--- src/hdl/pov_pkg.sv ---
/*
 * POV display shared definitions
 * Sizes of the driver chain, the column multiplexer and the test pattern,
 * plus the vector types, the driver pin bundle and the controller states
 */
package pov_pkg;

    // Daisy-chained LED drivers, each with its own serial input
    localparam int num_drivers = 30;

    // Bits shifted into one driver per column, 16 channels of 3 colors
    localparam int word_bits = 48;

    // Columns switched by the multiplexer
    localparam int num_columns = 8;

    // Clock cycles between two position pulses
    // This has to stay above the 98 cycles a column transfer takes
    localparam int sync_period = 128;

    // Position pulses before the lit channel moves one step
    localparam int pattern_step = 4;

    // One column word for a single driver
    typedef logic [word_bits-1:0] column_word_t;

    // Index of a channel inside a column word, 0 to 47
    typedef logic [5:0] channel_index_t;

    // One-hot select of the active column
    typedef logic [num_columns-1:0] column_sel_t;

    // One serial data bit per driver
    typedef logic [num_drivers-1:0] sin_bus_t;

    // Every pin that goes to the driver chain
    typedef struct packed {
        logic     gclk;
        logic     sclk;
        logic     lat;
        sin_bus_t sin;
    } driver_bus_t;

    // States of the serial shift sequence
    typedef enum logic [2:0] {
        ctl_idle,
        ctl_setup,
        ctl_clock,
        ctl_latch,
        ctl_done
    } shift_state_t;

endpackage
--- src/hdl/pov_display_top.sv ---
/*
 * POV display subsystem top level
 * Ties the position pulse source, the test pattern, the driver controller
 * and the column multiplexer together on the single clock
 */
module pov_display_top (
    input  logic                 clk_enable,
    input  logic                 nrst,
    output pov_pkg::driver_bus_t drv,
    output pov_pkg::column_sel_t mux_out,
    output logic                 driver_ready
);
    import pov_pkg::*;

    // One pulse per angular step of the rotor
    logic         position_sync;
    // Word that every driver receives for the current column
    column_word_t column_word;
    // Marks the cycle after the latch of a column
    logic         column_ready;

    // Position source in place of the real hall sensor
    hall_sensor_emulator u_hall_sensor_emulator (
        .clk_enable    (clk_enable),
        .nrst          (nrst),
        .position_sync (position_sync)
    );

    // Moving dot pattern
    caterpillar_pattern u_caterpillar_pattern (
        .clk_enable    (clk_enable),
        .nrst          (nrst),
        .position_sync (position_sync),
        .column_word   (column_word)
    );

    // Serial transfer into the driver chain
    led_driver_controller u_led_driver_controller (
        .clk_enable    (clk_enable),
        .nrst          (nrst),
        .position_sync (position_sync),
        .column_word   (column_word),
        .drv           (drv),
        .column_ready  (column_ready),
        .driver_ready  (driver_ready)
    );

    // Column power switches
    column_mux u_column_mux (
        .clk_enable   (clk_enable),
        .nrst         (nrst),
        .column_ready (column_ready),
        .mux_out      (mux_out)
    );

endmodule

--- src/hdl/column_mux.sv ---
/*
 * Column multiplexer
 * Keeps the one-hot select of the powered column and steps it forward
 * once the drivers hold the data of the next column
 */
module column_mux (
    input  logic                 clk_enable,
    input  logic                 nrst,
    input  logic                 column_ready,
    output pov_pkg::column_sel_t mux_out
);
    import pov_pkg::*;

    // Column 0 is powered first after reset
    // Each finished column moves the select one place left, wrapping
    // from the top column back to column 0
    always_ff @(posedge clk_enable or negedge nrst) begin
        if (!nrst) begin
            mux_out <= column_sel_t'(1);
        end else if (column_ready) begin
            mux_out <= {mux_out[num_columns-2:0], mux_out[num_columns-1]};
        end
    end

endmodule

--- src/hdl/led_driver_controller.sv ---
/*
 * LED driver controller
 * Shifts one column word into every driver of the chain on a position pulse,
 * latches it and reports the finished column. The grayscale clock runs freely
 */
module led_driver_controller (
    input  logic                  clk_enable,
    input  logic                  nrst,
    input  logic                  position_sync,
    input  pov_pkg::column_word_t column_word,
    output pov_pkg::driver_bus_t  drv,
    output logic                  column_ready,
    output logic                  driver_ready
);
    import pov_pkg::*;

    shift_state_t   state;
    column_word_t   word_q;
    channel_index_t bit_cnt;
    logic           gclk_q;
    logic           shifting;

    // A new transfer only starts from idle
    // Position pulses seen in any other state are dropped
    logic start;
    assign start = (state == ctl_idle) && position_sync;

    // Capture of the column word on the start edge
    always_ff @(posedge clk_enable) begin
        if (start) begin
            word_q <= column_word;
        end
    end

    // Shift sequence
    // Each bit takes a setup cycle with sclk low and a clock cycle with
    // sclk high, MSB first, followed by one latch and one done cycle
    always_ff @(posedge clk_enable or negedge nrst) begin
        if (!nrst) begin
            state   <= ctl_idle;
            bit_cnt <= '0;
        end else begin
            case (state)
                ctl_idle: begin
                    if (position_sync) begin
                        state   <= ctl_setup;
                        bit_cnt <= channel_index_t'(word_bits - 1);
                    end
                end
                ctl_setup: begin
                    state <= ctl_clock;
                end
                ctl_clock: begin
                    // Bit 0 was just clocked in, so the word is complete
                    if (bit_cnt == '0) begin
                        state <= ctl_latch;
                    end else begin
                        state   <= ctl_setup;
                        bit_cnt <= bit_cnt - 1'b1;
                    end
                end
                ctl_latch: begin
                    state <= ctl_done;
                end
                ctl_done: begin
                    state <= ctl_idle;
                end
                default: begin
                    state <= ctl_idle;
                end
            endcase
        end
    end

    // Grayscale clock toggles on every cycle, shifting or not
    always_ff @(posedge clk_enable or negedge nrst) begin
        if (!nrst) begin
            gclk_q <= 1'b0;
        end else begin
            gclk_q <= ~gclk_q;
        end
    end

    // Serial data is valid across the setup and clock cycles of a bit
    assign shifting = (state == ctl_setup) || (state == ctl_clock);

    // Driver pins come straight from the state register
    // All drivers show the same pattern, so every line gets the same bit
    always_comb begin
        drv.gclk = gclk_q;
        drv.sclk = (state == ctl_clock);
        drv.lat  = (state == ctl_latch);
        if (shifting) begin
            drv.sin = {num_drivers{word_q[bit_cnt]}};
        end else begin
            drv.sin = '0;
        end
    end

    // One-cycle notice to the column multiplexer after the latch
    assign column_ready = (state == ctl_done);

    // Ready for a new column only while idle
    assign driver_ready = (state == ctl_idle);

endmodule

--- src/hdl/caterpillar_pattern.sv ---
/*
 * Caterpillar test pattern
 * Lights a single channel and moves it forward by one every few position
 * pulses, so a spinning display shows a slowly crawling dot
 */
module caterpillar_pattern (
    input  logic                 clk_enable,
    input  logic                 nrst,
    input  logic                 position_sync,
    output pov_pkg::column_word_t column_word
);
    import pov_pkg::*;

    // Width of the position pulse counter
    localparam int step_bits = $clog2(pattern_step);

    logic [step_bits-1:0] pulse_count;
    channel_index_t       lit_index;

    // Counts position pulses and advances the lit channel on every
    // pattern_step-th one
    always_ff @(posedge clk_enable or negedge nrst) begin
        if (!nrst) begin
            pulse_count <= '0;
            lit_index   <= '0;
        end else if (position_sync) begin
            if (pulse_count == step_bits'(pattern_step - 1)) begin
                pulse_count <= '0;
                // The last channel wraps back to the first one
                if (lit_index == channel_index_t'(word_bits - 1)) begin
                    lit_index <= '0;
                end else begin
                    lit_index <= lit_index + 1'b1;
                end
            end else begin
                pulse_count <= pulse_count + 1'b1;
            end
        end
    end

    // Only the indexed channel is set in the word
    // Since the index is a register the word follows one cycle after the pulse
    always_comb begin
        column_word = column_word_t'(1) << lit_index;
    end

endmodule

--- src/hdl/hall_sensor_emulator.sv ---
/*
 * Hall sensor emulator
 * Produces one position pulse per angular step from a free-running counter
 */
module hall_sensor_emulator (
    input  logic clk_enable,
    input  logic nrst,
    output logic position_sync
);
    import pov_pkg::*;

    // Enough bits to count one full sync period
    localparam int count_bits = $clog2(sync_period);

    logic [count_bits-1:0] step_count;

    // The counter wraps after sync_period cycles, which stands in for
    // the time the rotor takes to move by one column
    always_ff @(posedge clk_enable or negedge nrst) begin
        if (!nrst) begin
            step_count <= '0;
        end else begin
            if (step_count == count_bits'(sync_period - 1)) begin
                step_count <= '0;
            end else begin
                step_count <= step_count + 1'b1;
            end
        end
    end

    // The pulse is high for the single cycle on the last count value
    // With the counter cleared at reset it first shows up sync_period-1
    // cycles after reset goes away
    assign position_sync = (step_count == count_bits'(sync_period - 1));

endmodule

--- config.mk ---
export PLATFORM = sky130hd
export DESIGN_NAME = pov_display_top
export DESIGN_NICKNAME = d
export VERILOG_FILES = /design/src/hdl/pov_pkg.sv /design/src/hdl/pov_display_top.sv /design/src/hdl/column_mux.sv /design/src/hdl/led_driver_controller.sv /design/src/hdl/caterpillar_pattern.sv /design/src/hdl/hall_sensor_emulator.sv
export SDC_FILE = /design/constraint.sdc
export NUM_CORES = 1
export LEC_CHECK = 0
export BUFFER_PORTS_ARGS = -buffer_cell sky130_fd_sc_hd__buf_4
export CORE_ASPECT_RATIO = 0.7
export CORE_MARGIN = 2
export CORE_UTILIZATION = 45
export DETAILED_ROUTE_END_ITERATION = 6
export PLACE_DENSITY = 0.76
export SLEW_MARGIN = 20
export SYNTH_ARGS = -nofsm -noshare
export SYNTH_HDL_FRONTEND = slang
export SYNTH_SLANG_ARGS = --single-unit
--- constraint.sdc ---
create_clock -name clk_enable -period 4.6 [get_ports clk_enable]
set_input_delay 0.23 -clock clk_enable [delete_from_list [all_inputs] [get_ports clk_enable]]
set_output_delay 0.23 -clock clk_enable [all_outputs]
set_load 0.01 [all_outputs]
==> metrics.md <==
| Metric | Value |
|---|---|
| Status | `complete, no violations` |
| Post-CTS Hold Buffers | `1` |
| Peak supply drop | `between 0.15 and 0.2 mV` |
| Layout Nets | `355` |
| DRT antenna net count | `0` |
| Worst slew margin | `40.2%` |
| Syn. warnings | `0` |
| Slew of the pin with the lowest slew margin | `around 900 ps` |
| Fmax | `just under 300 MHz` |
| Final Critical Period | `roughly 3500 ps` |
| CTS Buf Count | `9` |
| CP Max Fanout | `20` |
| Endpoint class of the critical path | `output pin` |
| Setup CP Type | `reg -> out` |
| Final GP Congestion | `roughly 0.8` |
| Combinational power share | `less than 1%` |
| Postcts setup bufs | `0` |
| Post-synth EDFFs | `48` |
| Ports | `44` |
| Crit share post-route | `between 70% and 80%` |
| Root Driver | `clkbuf_16` |
| Register bit count reported by yosys | `about 80` |
| Register area share after synthesis | `a little under three fifths` |
| Initial antenna violation count | `0` |
| FFs w/ async S/R, synth | `around two fifths` |
| Syn-to-layout area delta | `12.5%` |
| FF+latch area | `2270 sq um` |
| Worst min-delay path category | `in -> async` |
| Area leader, netlist | `edfxtp_1` |
| Final WL | `around 7300 um` |
| Vias per cell | `between 5 and 6` |
| Final hold violation count | `0` |
| Row count | `28` |
| GRT Resource Usage Total | `16.2%` |
| Worst-skew pair later-pin latency | `330 ps` |
| Final clock skew | `roughly 11 ps` |
| Setup TNS | `0 ps` |
| Clock sink count | `81` |
| Yosys top cell area share | `between 30% and 40%` |
| Required @ worst endpoint | `between 4000 and 5000 ps` |
| Netlist cell types | `48` |
| Total gr overflow | `0` |
| Post-route DRC violation count | `0` |
| Clock slew at reported path FFs | `~70 ps` |
| Slew Limit Fails | `0` |
| Initial DRC count | `215` |
| Ys flop type | `edfxtp_1` |
| First-pass DRT Iterations | `4` |
| Total number of vias | `approximately 2,400` |
| Leak | `between 1.5 and 2 nW` |
| Cell Int Power | `between 1 and 1.5 mW` |
| Unrepaired setup endpoints after global routing | `no` |
| Final Power | `roughly 1.4 mW` |
| Post-cts sizing count | `0` |
| Share of cells above drive strength 1 | `24.1%` |
| Area of the multi-input gates | `approximately 1400 sq um` |
| Final setup viols | `0` |
| Syn_nets | `343` |
| Pin count of the biggest net entering global routing | `50` |
| Clock power frac | `46.0%` |
| Sw frac | `about a fifth` |
| ANT cells | `0` |
| Die height | `about 83 um` |
| Initial Util | `a little under half` |
| Routed length per instance | `between 15 and 20 um` |
| Switching pwr | `just under 0.3 mW` |
| CP peak stage delay | `930 ps` |
| Syn Inst Count | `332` |
| Fill count | `724` |
| Max clock buf depth | `2` |
| Die area | `around 9700 sq um` |
| Max Cap Viol | `0` |
| Cell Pwr Density | `~320 nW/um^2` |
| First-pass GRT wire length | `around 12,000 um` |
| H-tree depth | `3` |
| Core Box Area | `about 8500 sq um` |
| Synth Cell Area | `4000 sq um` |
| CP startpoint kind | `flop` |
| Mean Syn Cell Area | `around 12 sq um` |
| Port buffer count | `43` |
| Die W | `117 um` |
| DP HPWL | `roughly 5200 um` |
| Critical path, cell by cell | `mux4_2, mux2i_1, or3_1, o311a_1, a2111oi_4, buf_6, buf_4` |
| Synth area leaders | `edfxtp_1 (36%), dfrtp_1 (20%), buf_4 (5.8%)` |
| Number of global-route vias before repair | `roughly 2,300` |
| CTS tree | `done` |
| CP max stage cell | `dfrtp_1` |
| CP arrival | `3230 ps` |
| Flop pwr share | `53.5%` |
area by class of cell:
cell class | count | share of cell area, %
Clock buffer | 9 | 5.00
Sequential cell | 81 | 50.4
Inverter | 12 | 1.00
Tap cell | 120 | 3.33
Clock inverter | 7 | 1.25
Timing Repair Buffer | 47 | 7.97
Multi-Input combinational cell | 193 | 31.1
worst max-delay path, delay by kind of cell, from the launching register on:
kind / cells / cell delay (ps)
buf+inv: 2 / 390
compound gates: 2 / 780
mux: 2 / 470
flops: 1 / 930
simple gates: 1 / 310
flip-flops by register name, summed over array words and instances, names as in the netlist:
| register | count |
|---|---|
| u_led_driver_controller.gclk_q | 1 |
| u_led_driver_controller.word_q | 48 |
| u_led_driver_controller.state | 3 |
| u_led_driver_controller.bit_cnt | 6 |
| u_caterpillar_pattern.pulse_count | 2 |
| u_hall_sensor_emulator.step_count | 7 |
| u_caterpillar_pattern.lit_index | 6 |
| u_column_mux.mux_out | 8 |
synth_stat cells (2+ instances only):
master / n
edfxtp_1: 48
nor3_1: 5
nand2b_1: 3
nand3_1: 7
nand4_1: 2
buf_2: 5
buf_4: 31
and2_1: 2
o2111ai_1: 3
mux2i_1: 5
inv_1: 12
or4_1: 2
dfrtp_1: 32
or3_1: 2
mux4_2: 4
a21oi_1: 2
mux4_1: 6
xor2_1: 6
o31ai_1: 5
clkbuf_1: 9
nand2_1: 25
nor2_1: 56
and3_1: 11
ha_1: 9
xnor2_1: 3
nor2b_1: 3
mux2_2: 13
power by group through the flow:
| stage | sequential, mW | clock (mW) | combinational [mW] |
|---|---|---|---|
| after floorplan | 0.779 | 0 | 0.000000746 |
| after global placement | 0.779 | 0 | 0.00641 |
| after detailed placement | 0.779 | 0 | 0.00644 |
| after CTS | 0.764 | 0.665 | 0.00711 |
| after global routing | 0.763 | 0.702 | 0.00821 |
| final | 0.764 | 0.656 | 0.00659 |
layer usage:
| layer | vias to the layer above | part of all wire [%] | global-route usage [%] | routed length, um |
|---|---|---|---|---|
| li1 | 1171 | - | - | - |
| met1 | 1195 | 49 | 24.4 | 3590 |
| met2 | 68 | 44 | 23.0 | 3220 |
| met3 | 6 | 6.5 | 4.89 | 478 |
| met4 | 0 | 0.46 | 4.17 | 34 |
| met5 | - | 0 | 0 | 0 |
worst paths after layout:
check | end | from | slack, ps | depth (start not counted)
hold reg to reg | u_led_driver_controller.gclk_q | u_led_driver_controller.gclk_q | 420 | 1
hold / removal | u_caterpillar_pattern.lit_index[1] | nrst | 370 | 2
setup reg to reg | u_led_driver_controller.bit_cnt[5] | u_led_driver_controller.bit_cnt[0] | 2100 | 7
min in group clk_enable | u_led_driver_controller.gclk_q | u_led_driver_controller.gclk_q | 420 | 1
max in group asynchronous | u_column_mux.mux_out[0] | nrst | 3900 | 2
setup / recovery | drv[11] | u_led_driver_controller.bit_cnt[0] | 1140 | 7
cell usage in the layout, fill, tap and decap left out, types with 2 or more instances in the layout:
cell type,n
mux4_2,4
mux2i_1,5
dfrtp_1,32
nand4_1,2
ha_1,9
nand2b_1,3
nor2b_1,3
xor2_1,6
a21oi_1,2
clkbuf_16,9
inv_1,12
mux2_2,13
nand2_1,25
edfxtp_1,48
nand3_1,7
or4_1,2
clkinv_4,4
mux4_1,6
and2_1,2
o2111ai_1,3
o31ai_1,5
buf_4,45
or3_1,2
xnor2_1,3
and3_1,11
nor2_1,56
nor3_1,5
per-stage QoR:
stage | hold WS (ps) | std cells | utilization, % | cell area [sq um] | setup WS, ps
floorplan | -65.6 | 332 | - | 4000 | 1110
global placement | 194 | 451 | 49.2 | 4200 | 1240
detailed placement | 195 | 451 | 49.2 | 4200 | 1130
CTS | 377 | 468 | 52.6 | 4490 | 757
global route | 413 | 469 | 52.7 | 4500 | 898
finish | 367 | 469 | 52.7 | 4500 | 1140
logic make-up (layout without fill, tap and decap cells):
group,Yosys count,in the layout,synth area share (%)
buffers and inverters,58,75,8.69
XOR/XNOR,9,9,1.97
AND/OR/NAND/NOR,124,124,14.2
flip-flops,81,81,56.7
multiplexers,28,28,11.1
AO/OA/AOI/OAI,23,23,4.56
adder cells (fa/ha/maj),9,9,2.81
(Power assumes the default switching activity.)
